===== config.mk =====
export PLATFORM = sky130hd
export DESIGN_NAME = emac_mgmt_top
export DESIGN_NICKNAME = d
export VERILOG_FILES = /design/src/common/emac_csr_pkg.sv /design/src/common/emac_miim_pkg.sv /design/src/csr/emac_csr.sv /design/src/miim/miim_frame_engine.sv /design/src/miim/mdc_gen.sv /design/src/hw/emac_mgmt_top.sv
export VERILOG_INCLUDE_DIRS = /design/src /design/src/common
export SDC_FILE = /design/constraint.sdc
export NUM_CORES = 1
export LEC_CHECK = 0
export BUFFER_PORTS_ARGS = -buffer_cell sky130_fd_sc_hd__clkbuf_2
export CORE_MARGIN = 3
export CORE_UTILIZATION = 50
export DETAILED_ROUTE_END_ITERATION = 8
export PLACE_DENSITY_LB_ADDON = 0.08
export SYNTH_ARGS = -nofsm -noshare
export SYNTH_HDL_FRONTEND = slang
export SYNTH_SLANG_ARGS = --single-unit
export TNS_END_PERCENT = 1

===== constraint.sdc =====
create_clock -name clk -period 5 [get_ports clk]
set_input_delay 0.5 -clock clk [delete_from_list [all_inputs] [get_ports clk]]
set_output_delay 0.5 -clock clk [all_outputs]
set_load 0.01 [all_outputs]

===== src/common/emac_defs.svh =====
// ================================================
// EMAC management shared constants
// Register bus widths, register map offsets and
// MDIO bit timing
// ================================================
`ifndef EMAC_DEFS_SVH
`define EMAC_DEFS_SVH

// Register bus
`define EMAC_DATA_W 32
`define EMAC_ADDR_W 12

// Register map
`define EMAC_OFS_MACL 12'h000
`define EMAC_OFS_MACH 12'h004
`define EMAC_OFS_CTRL 12'h008
`define EMAC_OFS_ISR  12'h00C
`define EMAC_OFS_IMR  12'h010
`define EMAC_OFS_MCR  12'h300
`define EMAC_OFS_MDR  12'h304
`define EMAC_MCR_BUSY_BIT 31

// MDIO timing, clk cycles per mdc half period
`define EMAC_MDC_DIV      4
`define EMAC_PREAMBLE_LEN 32

`endif


===== src/common/emac_csr_pkg.sv =====
// ================================================
// EMAC register bus types
// Register offsets and static MAC configuration
// ================================================
`include "emac_defs.svh"

package emac_csr_pkg;

   // ================================================
   // Register offsets
   // ================================================
   typedef enum logic [`EMAC_ADDR_W-1:0]
   {
      MACL = `EMAC_OFS_MACL,
      MACH = `EMAC_OFS_MACH,
      CTRL = `EMAC_OFS_CTRL,
      ISR  = `EMAC_OFS_ISR,
      IMR  = `EMAC_OFS_IMR,
      // MDIO management block
      MCR  = `EMAC_OFS_MCR,
      MDR  = `EMAC_OFS_MDR
   } csr_offset_e;

   // ================================================
   // Static configuration
   // ================================================
   typedef struct packed
   {
      logic [47:0] mac_addr;
      logic        tx_enable;
      logic        rx_enable;
   } emac_ctrl_t;

endpackage


===== src/common/emac_miim_pkg.sv =====
// ================================================
// MII management (MDIO) types
// Clause 22 opcodes, frame engine states and the
// command handed from the register block
// ================================================

package emac_miim_pkg;

   // Clause 22 opcode field
   typedef enum logic [1:0]
   {
      MIIM_WRITE = 2'b01,
      MIIM_READ  = 2'b10
   } miim_op_e;

   // ================================================
   // Frame engine phases
   // ================================================
   typedef enum logic [2:0]
   {
      IDLE,
      PREAMBLE,
      HEADER,
      TURNAROUND,
      DATA,
      DONE
   } miim_state_e;

   // One management frame request
   typedef struct packed
   {
      miim_op_e    op;
      logic [4:0]  phy_addr;
      logic [4:0]  reg_addr;
      // Ignored on a read
      logic [15:0] wdata;
   } miim_cmd_t;

endpackage


===== src/csr/emac_csr.sv =====
// ================================================
// EMAC register block
// Bus decoder, MAC and control registers, MDIO
// command and data, interrupt status and mask
// ================================================
`timescale 1ns/10ps
`include "emac_defs.svh"

module emac_csr
   import emac_csr_pkg::*, emac_miim_pkg::*;
(
   input  logic                    clk,
   input  logic                    SYNCHRONIZE_RESETS,
   input  logic [`EMAC_ADDR_W-1:0] addr,
   input  logic                    wr,
   input  logic                    rd,
   input  logic [`EMAC_DATA_W-1:0] wdata,
   input  logic                    miim_busy,
   input  logic                    miim_done,
   input  logic [15:0]             miim_rdata,
   output logic [`EMAC_DATA_W-1:0] rdata,
   output logic                    err,
   output logic                    irq,
   output emac_ctrl_t              ctrl,
   output logic                    miim_start,
   output miim_cmd_t               miim_cmd
);
   logic                    isr_q;
   logic                    imr_q;
   logic [15:0]             mdr_rdata_q;
   logic                    busy;
   logic                    hit;
   logic [`EMAC_DATA_W-1:0] rd_word;

   // Covers the cycle between the start strobe and the engine busy flag
   assign busy = miim_busy | miim_start;

   // ================================================
   // Read decode
   // ================================================
   always_comb
   begin
      hit     = 1'b1;
      rd_word = '0;
      case (addr)
         MACL: rd_word = ctrl.mac_addr[31:0];
         MACH: rd_word = `EMAC_DATA_W'(ctrl.mac_addr[47:32]);
         CTRL: rd_word = `EMAC_DATA_W'({ctrl.rx_enable, ctrl.tx_enable});
         ISR:  rd_word = `EMAC_DATA_W'(isr_q);
         IMR:  rd_word = `EMAC_DATA_W'(imr_q);
         MCR:
         begin
            rd_word[11:0]               = {miim_cmd.op, miim_cmd.reg_addr, miim_cmd.phy_addr};
            rd_word[`EMAC_MCR_BUSY_BIT] = busy;
         end
         MDR:  rd_word = `EMAC_DATA_W'(mdr_rdata_q);
         default: hit = 1'b0;
      endcase
   end

   assign rdata = rd ? rd_word : '0;
   assign err   = (wr || rd) && !hit;

   // ================================================
   // Register writes
   // ================================================
   always_ff @(posedge clk)
   begin
      if (SYNCHRONIZE_RESETS)
      begin
         ctrl        <= '0;
         miim_cmd    <= '0;
         miim_start  <= 1'b0;
         imr_q       <= 1'b0;
         isr_q       <= 1'b0;
         mdr_rdata_q <= '0;
         irq         <= 1'b0;
      end
      else
      begin
         miim_start <= 1'b0;
         if (wr)
         begin
            case (addr)
               MACL: ctrl.mac_addr[31:0]  <= wdata;
               MACH: ctrl.mac_addr[47:32] <= wdata[15:0];
               CTRL:
               begin
                  ctrl.tx_enable <= wdata[0];
                  ctrl.rx_enable <= wdata[1];
               end
               IMR: imr_q <= wdata[0];
               // New frame only when the engine is free
               MCR:
                  if (!busy)
                  begin
                     miim_cmd.phy_addr <= wdata[4:0];
                     miim_cmd.reg_addr <= wdata[9:5];
                     miim_cmd.op       <= miim_op_e'(wdata[11:10]);
                     miim_start        <= 1'b1;
                  end
               MDR: miim_cmd.wdata <= wdata[15:0];
               default: ;
            endcase
         end

         // Frame completion beats a software clear in the same cycle
         if (miim_done)
         begin
            isr_q       <= 1'b1;
            mdr_rdata_q <= miim_rdata;
         end
         else if (wr && addr == ISR && wdata[0])
            isr_q <= 1'b0;

         irq <= isr_q & imr_q;
      end
   end

   a_no_start_while_busy: assert property
      (@(posedge clk) disable iff (SYNCHRONIZE_RESETS) miim_start |-> !miim_busy);

endmodule


===== src/miim/miim_frame_engine.sv =====
// ================================================
// MDIO frame engine
// Clause 22 sequencer: preamble, header, turnaround
// and 16 data bits, MSB first
// ================================================
`timescale 1ns/10ps
`include "emac_defs.svh"

module miim_frame_engine
   import emac_miim_pkg::*;
(
   input  logic        clk,
   input  logic        SYNCHRONIZE_RESETS,
   input  logic        start,
   input  miim_cmd_t   cmd,
   input  logic        bit_fall,
   input  logic        bit_rise,
   input  logic        mdi,
   output logic        busy,
   output logic        done,
   output logic [15:0] rdata,
   output logic        run,
   output logic        mdo,
   output logic        mdo_en
);
   // Start bits, opcode and both addresses
   localparam int HDR_BITS  = 14;
   localparam int TA_BITS   = 2;
   localparam int DATA_BITS = 16;
   localparam int FRAME_W   = HDR_BITS + TA_BITS + DATA_BITS;
   localparam int CNT_W     = $clog2(`EMAC_PREAMBLE_LEN);

   miim_state_e        state_q;
   logic [CNT_W-1:0]   bit_cnt_q;
   logic               rd_q;
   logic               last_bit;
   logic               shift_en;
   logic [FRAME_W-1:0] frame_q;

   always_comb
   begin
      case (state_q)
         PREAMBLE:   last_bit = (bit_cnt_q == CNT_W'(`EMAC_PREAMBLE_LEN - 1));
         HEADER:     last_bit = (bit_cnt_q == CNT_W'(HDR_BITS - 1));
         TURNAROUND: last_bit = (bit_cnt_q == CNT_W'(TA_BITS - 1));
         DATA:       last_bit = (bit_cnt_q == CNT_W'(DATA_BITS - 1));
         default:    last_bit = 1'b0;
      endcase
   end

   // Next frame bit goes out on every falling edge after the preamble
   assign shift_en = bit_fall && ((state_q == PREAMBLE && last_bit) || state_q == HEADER ||
                                  state_q == TURNAROUND || (state_q == DATA && !last_bit));

   // ================================================
   // Sequencer
   // ================================================
   always_ff @(posedge clk)
   begin
      if (SYNCHRONIZE_RESETS)
      begin
         state_q   <= IDLE;
         bit_cnt_q <= '0;
         rd_q      <= 1'b0;
         busy      <= 1'b0;
         done      <= 1'b0;
         run       <= 1'b0;
         mdo       <= 1'b1;
         mdo_en    <= 1'b0;
      end
      else
      begin
         done <= 1'b0;
         if (shift_en)
            mdo <= frame_q[FRAME_W-1];
         case (state_q)
            IDLE:
               if (start)
               begin
                  state_q   <= PREAMBLE;
                  bit_cnt_q <= '0;
                  rd_q      <= (cmd.op == MIIM_READ);
                  busy      <= 1'b1;
                  run       <= 1'b1;
                  mdo       <= 1'b1;
                  mdo_en    <= 1'b1;
               end
            PREAMBLE, HEADER, TURNAROUND, DATA:
               if (bit_fall)
               begin
                  bit_cnt_q <= last_bit ? '0 : bit_cnt_q + 1'b1;
                  if (last_bit)
                  begin
                     case (state_q)
                        PREAMBLE: state_q <= HEADER;
                        // PHY owns the line from the turnaround on a read
                        HEADER:
                        begin
                           state_q <= TURNAROUND;
                           mdo_en  <= !rd_q;
                        end
                        TURNAROUND: state_q <= DATA;
                        default:
                        begin
                           state_q <= DONE;
                           run     <= 1'b0;
                           mdo     <= 1'b1;
                           mdo_en  <= 1'b0;
                        end
                     endcase
                  end
               end
            DONE:
            begin
               state_q <= IDLE;
               busy    <= 1'b0;
               done    <= 1'b1;
            end
            default: state_q <= IDLE;
         endcase
      end
   end

   // Frame shifter and read data capture
   always_ff @(posedge clk)
   begin
      if (SYNCHRONIZE_RESETS)
      begin
         frame_q <= '0;
         rdata   <= '0;
      end
      else
      begin
         if (state_q == IDLE && start)
            frame_q <= {2'b01, cmd.op, cmd.phy_addr, cmd.reg_addr, 2'b10, cmd.wdata};
         else if (shift_en)
            frame_q <= {frame_q[FRAME_W-2:0], 1'b0};
         if (state_q == DATA && bit_rise && rd_q)
            rdata <= {rdata[14:0], mdi};
      end
   end

   a_read_data_released: assert property
      (@(posedge clk) disable iff (SYNCHRONIZE_RESETS) (state_q == DATA && rd_q) |-> !mdo_en);

endmodule


===== src/miim/mdc_gen.sv =====
// ================================================
// MDC clock generator
// Divides clk down to mdc and marks the clk cycle
// before each mdc edge with a strobe
// ================================================
`timescale 1ns/10ps
`include "emac_defs.svh"

module mdc_gen
(
   input  logic clk,
   input  logic SYNCHRONIZE_RESETS,
   input  logic run,
   output logic mdc,
   output logic bit_fall,
   output logic bit_rise
);
   localparam int CNT_W = (`EMAC_MDC_DIV > 1) ? $clog2(`EMAC_MDC_DIV) : 1;

   logic [CNT_W-1:0] cnt_q;
   logic             last;

   // Final clk cycle of the current half period
   assign last = run && (cnt_q == CNT_W'(`EMAC_MDC_DIV - 1));

   // mdc toggles at the end of the strobe cycle
   assign bit_fall = last && mdc;
   assign bit_rise = last && !mdc;

   always_ff @(posedge clk)
   begin
      if (SYNCHRONIZE_RESETS || !run)
      begin
         cnt_q <= '0;
         mdc   <= 1'b0;
      end
      else if (last)
      begin
         cnt_q <= '0;
         mdc   <= !mdc;
      end
      else
         cnt_q <= cnt_q + 1'b1;
   end

   // High phase of mdc lasts one full half period
   a_high_phase: assert property
      (@(posedge clk) disable iff (SYNCHRONIZE_RESETS)
         bit_rise |-> ##(`EMAC_MDC_DIV) (bit_fall || !run));

endmodule


===== src/hw/emac_mgmt_top.sv =====
// ================================================
// EMAC management top level
// Register bus, MDIO frame engine and MDC clock
// generator on a single clock
// ================================================
`timescale 1ns/10ps
`include "emac_defs.svh"

module emac_mgmt_top
   import emac_csr_pkg::*, emac_miim_pkg::*;
(
   input  logic                    clk,
   input  logic                    SYNCHRONIZE_RESETS,
   input  logic [`EMAC_ADDR_W-1:0] addr,
   input  logic                    wr,
   input  logic                    rd,
   input  logic [`EMAC_DATA_W-1:0] wdata,
   input  logic                    mdi,
   output logic [`EMAC_DATA_W-1:0] rdata,
   output logic                    err,
   output logic                    irq,
   output logic                    tx_enable,
   output logic                    rx_enable,
   output logic [47:0]             mac_addr,
   output logic                    mdc,
   output logic                    mdo,
   output logic                    mdo_en
);
   emac_ctrl_t  ctrl;
   miim_cmd_t   miim_cmd;
   logic        miim_start;
   logic        miim_busy;
   logic        miim_done;
   logic [15:0] miim_rdata;
   logic        run;
   logic        bit_fall;
   logic        bit_rise;

   assign mac_addr  = ctrl.mac_addr;
   assign tx_enable = ctrl.tx_enable;
   assign rx_enable = ctrl.rx_enable;

   emac_csr csr_i
   (
      .clk, .SYNCHRONIZE_RESETS, .addr, .wr, .rd, .wdata, .rdata, .err, .irq,
      .ctrl, .miim_start, .miim_cmd, .miim_busy, .miim_done, .miim_rdata
   );

   miim_frame_engine frame_engine_i
   (
      .clk, .SYNCHRONIZE_RESETS, .start(miim_start), .cmd(miim_cmd),
      .bit_fall, .bit_rise, .mdi, .busy(miim_busy), .done(miim_done),
      .rdata(miim_rdata), .run, .mdo, .mdo_en
   );

   mdc_gen mdc_gen_i
   (
      .clk, .SYNCHRONIZE_RESETS, .run, .mdc, .bit_fall, .bit_rise
   );

endmodule


Word level (Yosys, flattened, before mapping)
Cells that the tools add are included.
Word-level totals
  memory bits (read-only): 0
  word-level logic and storage cells: 139
  input bits: 49
  bits in latches: 0
  flip-flop bits (word level): 163
  memory bits (writable): 0
  output and inout port bits: 87
  memories kept: 0
Cells by class
  reduce and logical (&&, ||, !) cells: 47
  equality and inequality tests: 22
  magnitude comparators: 0
  div/mod/pow operators: 0
  bitwise operators: 5
  add/subtract/negate cells: 2
  mux-type cells: 37
  $mul: 0
  shift operators: 0
Operators with widths (count)
  $pmux W12 S7: 1
  $mux W31: 2
  $pmux W19 S3: 1
  $mux W32: 1
  $eq A12 B10 Y1 const B: 2
  $eq A12 B4 Y1 const B: 2
  $mux W1: 16
  $mux W5: 3
  $reduce_and A2 Y1: 7
  $eq A12 B3 Y1 const B: 1
  $eq A12 B5 Y1 const B: 1
  $logic_and A1 B1 Y1: 12
  $logic_not A12 Y1: 1
  $pmux W1 S2: 6
  $eq A5 B4 Y1 const B: 2
  $pmux W5 S2: 1
  $reduce_and A5 Y1: 2
  $mux W3: 3
  $pmux W3 S3: 1
  $reduce_and A3 Y1: 3
  $reduce_bool A2 Y1: 4
  $reduce_or A7 Y1: 1
  $eq A3 B2 Y1 const B: 2
  $eq A3 B3 Y1 const B: 2
  19 further kinds: 36

Logic depth before layout (Yosys ltp)
Gate-level depths: netlist of run 1.
  word-level depth: 12
  depth in mapped cells: 9
  depth with buffers taken out: 7

By module
From an unflattened synthesis of run 1, not the netlist that was laid out.
Second synthesis, totals
  cells, all modules: 875
  area, all modules: 7151.9 µm²
By module, submodules not included
  emac_csr: times used 1, cells each 543, area an instance 4325.4 µm², sequential area each 1961.9 µm²
  miim_frame_engine: times used 1, cells each 320, area an instance 2708.8 µm², sequential area each 1241.2 µm²
  mdc_gen: times used 1, cells each 12, area an instance 117.6 µm², sequential area each 60.1 µm²

Least setup slack after synthesis of run 1
No wires, ideal clock.
  kind: input -> output
  start: input port addr[1]
  end: output port rdata[31]
  path buffers: 2
  cell stages on the path: 7
  slack: 2.486 ns
  data required time: 4.500 ns
  data arrival time: 2.014 ns
  cells stage by stage: nor3_1 > nor4b_4 > and3_1 > clkbuf_1 > buf_2 > nand2_1 > a21boi_0
On the way
  longest elaborated chain between the ends: 3
  elaborated cells between the ends (all ways): 4
  those cells by class: 1 x eq/ne; 2 x mux; 1 x reduce/logical
RTL lines
  start: declaration: line emac_mgmt_top.sv:14  | input logic [`EMAC_ADDR_W-1:0] addr,
  $eq A12 B10 Y1 or $logic_not A12 Y1 (tied branches): line emac_csr.sv:45  | case (addr)
  $pmux W1 S2 (*): line emac_csr.sv:45
  $mux W32 (*): line emac_csr.sv:61  | assign rdata = rd ? rd_word : '0;
  end: declaration: line emac_mgmt_top.sv:19  | output logic [`EMAC_DATA_W-1:0] rdata,
Mark *: on every way between the ends. The rest lies on a longest branch, timed or not.

Final worst setup path of run 1
  start: input port addr[1]
  end: output port rdata[4]
On the way
  longest elaborated chain between the ends: 3
  elaborated cells between the ends (all ways): 9
  those cells by class: 6 x eq/ne; 2 x mux; 1 x reduce/logical
RTL lines (line)
  $eq A12 B10 Y1 (tied with other cells): emac_csr.sv:45
  $pmux W12 S7 (*): emac_csr.sv:45
  $mux W32 (*): emac_csr.sv:61
Marks and branches as above.

==> flow_summary.toml, run 1 <==
[sta]
worst_pin_slew_ps = 1160
finClkSkew_ps = 5.19
fin_crit_sh_pct = 66.1
fin_crit_ps = 3310
setup-tns-final_ps = 0
hold_viol = 0
fmax_ghz = 0.303
hold_slack_ps = 291
slew_headroom_pct = 22.1
finalSetupViolations = 0
final_max_slew_viol_count = 0
rsz0062_at_grt = "false"

[critical_path]
crit_arrival_ps = 2810
path_common_cell = "clkbuf_2"
critPathKind = "in -> out"
required_ps = 4500
reg2reg_from = "frame_engine_i.state_q[2]"
slowest_stage = "and3_1"
start_kind = "input pin"
critPathMaxStageDelay_ps = 850
crit_path_max_fanout = 26
cp_cell_sequence = "clkbuf_2, nor3_1, nor4b_4, buf_4, and3_1, a222oi_1, nor2_1, clkbuf_2"
end_kind = "primary output"
worstSetupStartpoint = "addr[1]"

[detailed_routing]
routedWlPerCell_um = 16.7
route.vias.total = 6236
finalWirelength_mm = 18.5
firstDrtPassIters = 6
ant_nets = 0
drt-initial-drc-count = 477
vias_per_cell = 5.62
drcViolationCount = 0

[floorplan]
die_w_um = 126
io_pins = 136
rows = 43
core-area_mm2 = 0.0140
die_y_um = 126
dieArea_mm2 = 0.0160
start_util_pct = 51.7

[logic_synthesis]
syn-instance-count = 826
synth.yosys.seq_area_share_pct = 45.0
syn_area_mm2 = 0.00726
synth_top_area_share_pct = 45.0
avgSynthCellArea_um2 = 8.78
synth_warnings = 0
syn-num-nets = 877
synth-edff-count = 0
synth.ff_latch_count = 163
synthArstFlopShare_pct = 0
synth_largest_area_cell = "dfxtp_1"
synth_ff_type = "dfxtp_1"
ys_types = 61
post_synth_main_area_contributors = "dfxtp_1, mux2i_1, nor2_1"

[cts]
clk_latency_ps = 430
cts_max_level = 4
cts-resized-gates = 0
clk_root_buffer_cell = "clkbuf_16"
post_cts_buffers = 0
clk_path_buf_depth = 2
clock_sinks = 163
cts_buffers = 17
cts_hold_buffers = 0
tritoncts = "built"
path_clk_slew_ps = 60

[cells_and_area]
finalNonFillerCells = 1110
area_growth_pct = 16.5
final_common_cell = "dfxtp_1"
nets = 968
antenna_cells = 0
final_layout_size_suffix_gt1_share_pct = 22.7
final_cell_mix = "dfxtp_1, nor2_1, clkbuf_2"

[status]
status = "finished, final reports clean"

[power_and_ir_drop]
p_per_area_mw_per_mm2 = 319
peakVddDrop_mv = 0.246
leakagePower_nw = 3.25
finalPower_w = 0.00269

[grt]
grt.overflow.total = 0
grt_max_degree = 63
grt_use_total_pct = 23.4
grt_pass1_vias = 5864
grt_pass1_wl_mm = 30.6
antenna_found_initial = 0

[job]
max_cap_viol_count = 0

[place]
hpwlAfterDp_mm = 12.8
portBuffers = 135
placed_cells = 1078
gp_congestion = 0.876

[hold_path]
hold_class = "in -> reg"
worstHoldStart = "wdata[18]"
## where the power goes
part / leakage [nW] / internal [W] / total, W / switching [W]
logic: 1.66 / 0.0000218 / 0.0000730 / 0.0000512
registers: 1.31 / 0.00130 / 0.00130 / 0.000000573
clock network: 0.285 / 0.000751 / 0.00132 / 0.000571
total: 3.25 / 0.00207 / 0.00269 / 0.000622
## metal layers
metal  wire length (um)  share of wire [%]  track usage (%)  vias to the layer above
met5                  0                  0                0                        -
met1               8600                 46             31.8                     2954
met4                300                1.6             7.00                        0
met2               8540                 46             37.0                      175
met3               1070                5.8             5.98                       27
li1                   -                  -                -                     3080
## registers in the layout, summed over array words and instances, names as in the netlist, 2 cells and up
signal / cells
csr_i.miim_cmd: 28
frame_engine_i.frame_q: 32
mdc_gen_i.cnt_q: 2
csr_i.mdr_rdata_q: 16
frame_engine_i.rdata: 16
frame_engine_i.state_q: 3
csr_i.ctrl: 50
frame_engine_i.bit_cnt_q: 5
## stage by stage
stage | setup WS [ps] | util (%) | instance area, um^2
after CTS | 1710 | 60.2 | 8450
final | 1690 | 60.2 | 8450
after global placement | 1850 | 55.9 | 7850
after global routing | 1550 | 60.2 | 8450
after floorplan | 2490 | - | 7260
after detailed placement | 1720 | 55.9 | 7850
## area by class of cell
cell class / count / area, um^2
clock inverters: 15 / 175
multi-input cells: 589 / 3630
fillers: 1221 / 5590
inverters: 6 / 22.5
repair buffers: 140 / 716
well taps: 180 / 225
clock buffers: 17 / 425
flip-flops and latches: 163 / 3260
## cell usage after synthesis (all sizes together) (2+ instances only)
library cell  number
a2111oi           26
a21oi             61
a222oi            11
a22o              14
a22oi              5
a31oi              3
and2               5
and3              20
and4               2
buf               26
clkbuf            42
dfxtp            163
ha                 2
inv                6
mux2               5
mux2i             69
nand2            115
nand2b             3
nand3              7
nand3b             2
nand4              3
nand4b             2
nor2             151
nor2b              3
nor3              43
nor3b              6
nor4               2
o211ai             2
o21a               2
o21ai              5
## critical path, delay by kind of cell
family | cells | cell delay [ps]
simple gates | 4 | 1510
buf+inv | 3 | 500
compound gates | 1 | 280
## final timing paths
kind | slack (ps) | cells after the start | end
max | 1690 | 8 | rdata[4]
min | 290 | 3 | csr_i.ctrl[20]
max reg2reg | 2210 | 6 | frame_engine_i.frame_q[23]
min reg2reg | 430 | 1 | mdc_gen_i.cnt_q[0]
## kinds of logic after synthesis
group	Yosys count	share of synthesized area (%)
buf+inv	74	5.14
flops	163	45.0
fa+ha+maj	2	0.345
mux	74	10.3
simple gates	370	23.0
xor+xnor	2	0.241
compound gates	141	16.0
(Power assumes the default switching activity.)
==> run 2: changes to the inputs <==
==> constraint.sdc (replaced) <==
create_clock -name clk -period 3.14 [get_ports clk]
set_input_delay 0.314 -clock clk [delete_from_list [all_inputs] [get_ports clk]]
set_output_delay 0.314 -clock clk [all_outputs]
set_load 0.01 [all_outputs]
==> run 2 against run 1 <==
Effect of this change:
- hold slack got worse by 190 ps
- first-iteration DRC count increased by 11%
- largest cell class unchanged
- via count increased by 2.1%
- global-route usage increased by 0.50 points
- sequential share of layout area decreased by 0.54 points
- final cell count increased by 1.3%
==> flow_summary.toml, run 2 (synthesized netlist as in run 1, its figures left out) <==
[cts]
clk_root_buffer_cell = "clkbuf_16"
cts_hold_buffers = 0
clk_latency_ps = 430
path_clk_slew_ps = 70
cts_max_level = 4
tritoncts = "built"
post_cts_buffers = 0
cts-resized-gates = 0
cts_buffers = 17
clk_path_buf_depth = 2
clock_sinks = 163

[detailed_routing]
firstDrtPassIters = 5
route.vias.total = 6370
routedWlPerCell_um = 17.0
drt-initial-drc-count = 528
vias_per_cell = 5.67
drcViolationCount = 0
ant_nets = 0
finalWirelength_mm = 19.1

[sta]
hold_slack_ps = 98.3
slew_headroom_pct = 30.3
final_max_slew_viol_count = 0
rsz0062_at_grt = "false"
finClkSkew_ps = 4.61
setup-tns-final_ps = 0
worst_pin_slew_ps = 1040
hold_viol = 0
fin_crit_ps = 2580
setup_ws_ps = 560
fin_crit_sh_pct = 82.2
finalSetupViolations = 0
fmax_ghz = 0.388

[floorplan]
io_pins = 136
dieArea_mm2 = 0.0160
core-area_mm2 = 0.0140
die_w_um = 126
rows = 43
die_y_um = 126
start_util_pct = 51.7

[power_and_ir_drop]
p_int_w = 0.00338
p_per_area_mw_per_mm2 = 509
peakVddDrop_mv = 0.404
seq_power_share_pct = 47.4
switching_share_pct = 22.7
p_clk_share_pct = 49.8
p_switching_w = 0.000989
finalPower_w = 0.00437
power_frac_comb_pct = 2.8
leakagePower_nw = 3.34

[hold_path]
worstHoldStart = "wdata[21]"
hold_class = "in -> reg"

[critical_path]
required_ps = 2830
crit_path_max_fanout = 18
critPathKind = "in -> out"
worstSetupStartpoint = "addr[1]"
start_kind = "input pin"
reg2reg_from = "frame_engine_i.state_q[2]"
end_kind = "primary output"
crit_arrival_ps = 2270

[grt]
grt_pass1_vias = 6102
grt_pass1_wl_mm = 31.4
grt_use_total_pct = 23.9
grt_max_degree = 67
grt.overflow.total = 0
antenna_found_initial = 0

[cells_and_area]
finalNonFillerCells = 1124
final_layout_size_suffix_gt1_share_pct = 23.8
area_growth_pct = 18.2
seqCellArea_mm2 = 0.00326
largest_register_ffs = 50
final_cell_mix = "dfxtp_1, nor2_1, clkbuf_2"
top_register = "csr_i.ctrl"
final_common_cell = "dfxtp_1"
antenna_cells = 0
multi_input_area_mm2 = 0.00363
largestRegisters = "csr_i.ctrl x50, frame_engine_i.frame_q x32, csr_i.miim_cmd x28"
fillers = 1241
nets = 982

[place]
placed_cells = 1092
gp_congestion = 0.903
hpwlAfterDp_mm = 13.5
portBuffers = 135
pre_cts_ws_ps = 553

[status]
status = "finished, final reports clean"

[job]
max_cap_viol_count = 0
-- run 2: per-layer routing --
layer	global-route usage (%)	wire length (um)
met5	0	0
met2	37.6	8920
met4	5.93	246
met3	6.53	1200
met1	32.9	8780
-- run 2: power by group through the flow --
stage	clock network, W	registers, W	logic (W)
6_report	0.00218	0.00207	0.000121
5_1_grt	0.00230	0.00207	0.000130
4_1_cts	0.00221	0.00207	0.000119
3_5_place_dp	0	0.00212	0.000119
3_3_place_gp	0	0.00212	0.000116
2_1_floorplan	0	0.00212	0.0000526
-- run 2: final cells by class --
class / count / area share, %
sequential: 163 / 38.1
tap: 180 / 2.63
multi-input combinational: 589 / 42.3
inverter: 6 / 0.263
timing repair buffer: 154 / 9.57
clock buffer: 17 / 4.96
clock inverter: 15 / 2.20
-- run 2: path summary, 6_finish.rpt --
check,to,slack [ps],depth (start not counted)
worst min-delay path,csr_i.ctrl[23],100,3
worst max-delay path,rdata[1],560,7
worst min register to register,mdc_gen_i.cnt_q[0],430,1
worst max register to register,frame_engine_i.frame_q[18],700,7
-- run 2: per-stage QoR --
step | instance area, um^2 | util, %
detailed placement | 7960 | 56.7
CTS | 8570 | 61.1
floorplan | 7260 | -
global route | 8570 | 61.1
global placement | 7960 | 56.7
finish | 8570 | 61.1
-- run 2: worst max-delay path, stage by stage --
cell      delay, ps
clkbuf_2         80
nor3_1          290
nor4b_4         350
and3_1          670
a222oi_1        230
nor2_1          170
clkbuf_2        170
==> run 3: changes to the inputs <==
--- a/config.mk
+++ b/config.mk
@@ -6,6 +6,7 @@
 export SDC_FILE = /design/constraint.sdc
 export NUM_CORES = 1
 export LEC_CHECK = 0
+export ABC_AREA = 1
 export BUFFER_PORTS_ARGS = -buffer_cell sky130_fd_sc_hd__clkbuf_2
 export CORE_MARGIN = 3
 export CORE_UTILIZATION = 50
==> constraint.sdc (replaced) <==
create_clock -name clk -period 2.1 [get_ports clk]
set_input_delay 0.21 -clock clk [delete_from_list [all_inputs] [get_ports clk]]
set_output_delay 0.21 -clock clk [all_outputs]
set_load 0.01 [all_outputs]
==> run 3 against run 2 <==
Effect of this change:
- routed wire length rose by 7.2%
- hold slack lost 81 ps
- synthesized cell count rose by 22%
- register-to-register slack worse by 490 ps
- largest power group unchanged
- highest routed layer unchanged
==> flow_summary.toml, run 3 <==
[logic_synthesis]
syn_area_mm2 = 0.00705
synthSimpleGateAreaFrac_pct = 23.9
synth_warnings = 0
syn-num-nets = 1056
synth.yosys.seq_area_share_pct = 46.3
syn-instance-count = 1005
synth_xor_area_share_pct = 0
synth_ff_type = "dfxtp_1"
synthArstFlopShare_pct = 0
avgSynthCellArea_um2 = 7.01
post_synth_main_area_contributors = "dfxtp_1, o21ai_0, nor2_1"
netlist_top_cells_count = "dfxtp_1, nor2_1, nand2_1, o21ai_0, inv_1"
yosysMostFrequentCell = "dfxtp_1"
synth-compound-area-share_pct = 19.2
synth-edff-count = 0
synth_fa_ha_area_share_pct = 0.355
synthMuxAreaShare_pct = 0.142
synth_largest_area_cell = "dfxtp_1"
synth_top_area_share_pct = 46.3
synth.ff_latch_count = 163
synth_top_family_by_area = "simple AND/OR/NAND/NOR gates"
ys_types = 36

[floorplan]
die_y_um = 125
core-area_mm2 = 0.0135
die_w_um = 125
rows = 42
io_pins = 136
dieArea_mm2 = 0.0156
start_util_pct = 52.2

[cells_and_area]
largestRegisters = "csr_i.ctrl x50, frame_engine_i.frame_q x32, csr_i.miim_cmd x28"
final_layout_size_suffix_gt1_share_pct = 19.1
multi_input_area_mm2 = 0.00311
nets = 1183
antenna_cells = 0
fillers = 1263
seqCellArea_mm2 = 0.00326
fin_util_pct = 63.6
largest_register_ffs = 50
area_growth_pct = 21.9
top_register = "csr_i.ctrl"
final_common_cell = "dfxtp_1"
postLayoutCellArea_mm2 = 0.00860
final_cell_mix = "dfxtp_1, nor2_1, clkbuf_2"

[critical_path]
r2r.worst_path.cells = 11
slowest_stage = "nor2_1"
crit_path_max_fanout = 12
worstSetupEndpoint = "rdata[1]"
cp.depth = 10
start_kind = "input pin"
cp_num_buf_inv = 2
critPathMaxStageDelay_ps = 210
crit_family = "simple AND/OR/NAND/NOR gates"
reg2reg_from = "frame_engine_i.state_q[1]"
r2r_slack_ps = 210
critPathKind = "in -> out"
end_kind = "primary output"
worstSetupStartpoint = "addr[7]"
worstReg2RegEnd = "frame_engine_i.frame_q[17]"
required_ps = 1890
cp_cell_sequence = "clkbuf_2, nor2_1, nand2_2, nor2_2, nand4_1, and3_1, nand3b_1, nand2_4, nor2_1, clkbuf_2"
crit_arrival_ps = 1730

[detailed_routing]
ant_nets = 0
finalWirelength_mm = 20.5
vias_per_cell = 5.25
route.vias.total = 6939
routed-wl-met2_mm = 9.13
firstDrtPassIters = 5
dr.max_layer_used = "met4"
met1Wirelength_mm = 9.40
drt-initial-drc-count = 691
met3_length_mm = 1.63
routedWlPerCell_um = 15.5
drcViolationCount = 0

[place]
placed_cell_area_mm2 = 0.00795
portBuffers = 135
gp_congestion = 0.916
hpwlAfterDp_mm = 14.6
pre_cts_ws_ps = 39.8

[power_and_ir_drop]
p_clk_share_pct = 46.3
switching_share_pct = 23.8
peakVddDrop_mv = 0.557
p_switching_w = 0.00164
seq_power_share_pct = 45.9
p_int_w = 0.00525
power_frac_comb_pct = 7.8
p_per_area_mw_per_mm2 = 801
finalPower_w = 0.00689
leakagePower_nw = 3.66

[job]
max_cap_viol_count = 0

[cts]
clock_sinks = 163
post_cts_buffers = 0
cts_buffers = 17
tritoncts = "built"
clk_root_buffer_cell = "clkbuf_16"
cts_max_level = 4
path_clk_slew_ps = 60
clk_path_buf_depth = 2
clk_latency_ps = 430

[sta]
finalSetupViolations = 0
hold_slack_ps = 17.7
final_max_slew_viol_count = 0
setup_ws_ps = 160
worst_pin_slew_ps = 683
fin_crit_ps = 1940
hold_viol = 0
slew_headroom_pct = 54.5
finClkSkew_ps = 7.45
fin_crit_sh_pct = 92.4
fmax_ghz = 0.516

[grt]
grt_pass1_wl_mm = 32.9
grt.overflow.total = 0
grt_pass1_vias = 6349
grt_use_total_pct = 26.2
antenna_found_initial = 0
grt_max_degree = 61

[hold_path]
hold_class = "in -> reg"

[status]
status = "finished, final reports clean"
==> run 3: cell types whose count changed in the layout (fill, tap and decap cells not counted), moves of 14 or more <==
cell / previous run / this run
nand2_1: 115 / 133
o21ai_0: 5 / 116
and3_1: 20 / 2
a21oi_1: 61 / 99
nor3_1: 43 / 20
a22o_1: 14 / 0
inv_1: 6 / 114
mux2i_1: 69 / 1
nand3_1: 7 / 72
a2111oi_2: 25 / 0
==> run 3: per-layer routing <==
| layer | GRT usage, % | up-vias |
|---|---|---|
| met3 | 7.12 | 31 |
| met2 | 39.2 | 253 |
| met5 | 0 | - |
| met1 | 37.0 | 3134 |
| met4 | 7.48 | 0 |
| li1 | - | 3521 |
==> run 3: power groups by stage <==
stage | registers [W] | clock network (W) | logic, W
3_3_place_gp | 0.00323 | 0 | 0.000524
6_report | 0.00316 | 0.00319 | 0.000536
3_5_place_dp | 0.00323 | 0 | 0.000526
2_1_floorplan | 0.00322 | 0 | 0.000347
5_1_grt | 0.00316 | 0.00336 | 0.000600
4_1_cts | 0.00316 | 0.00322 | 0.000530
==> run 3: final cells by class <==
type                            count  share of cell area, %
Sequential cell                   163                   38.0
Tap cell                          176                   2.56
Multi-Input combinational cell    659                   36.1
Inverter                          127                   5.55
Clock buffer                       24                   5.60
Timing Repair Buffer              164                   10.7
Clock inverter                      8                   1.46
==> run 3: timing repair <==
| action | CTS | global route |
|---|---|---|
| setup endpoints to repair | 0 | 27 |
| resized for setup | 0 | 14 |
| hold buffers | 0 | 0 |
==> run 3: per-stage QoR <==
stage / setup TNS, ps / cells
after CTS: 0 / 1321
after detailed placement: 0 / 1289
final: 0 / 1321
after floorplan: 0 / 1005
after global routing: -3.48 / 1321
after global placement: 0 / 1289
==> run 3: worst min-delay path by stage <==
stage                             startpoint                      end  cells after the start
final                                    mdi  frame_engine_i.rdata[0]                      3
after global routing                     mdi  frame_engine_i.rdata[0]                      3
after CTS                                mdi  frame_engine_i.rdata[0]                      3
after detailed placement  mdc_gen_i.cnt_q[0]       mdc_gen_i.cnt_q[0]                      1
after global placement    mdc_gen_i.cnt_q[0]       mdc_gen_i.cnt_q[0]                      1
after floorplan                          mdi  frame_engine_i.rdata[0]                      2
==> run 3: cell families after synthesis <==
family | count (synthesis)
simple gates | 401
compound gates | 255
buf+inv | 183
flops | 163
fa+ha+maj | 2
mux | 1
==> run 3: worst register-to-register path: cells and delay by family (launching register included) <==
kind / cells / cell delay (ps)
DFF: 1 / 480
AOI/OAI and AO/OA: 1 / 190
and+or+nand+nor: 10 / 1120
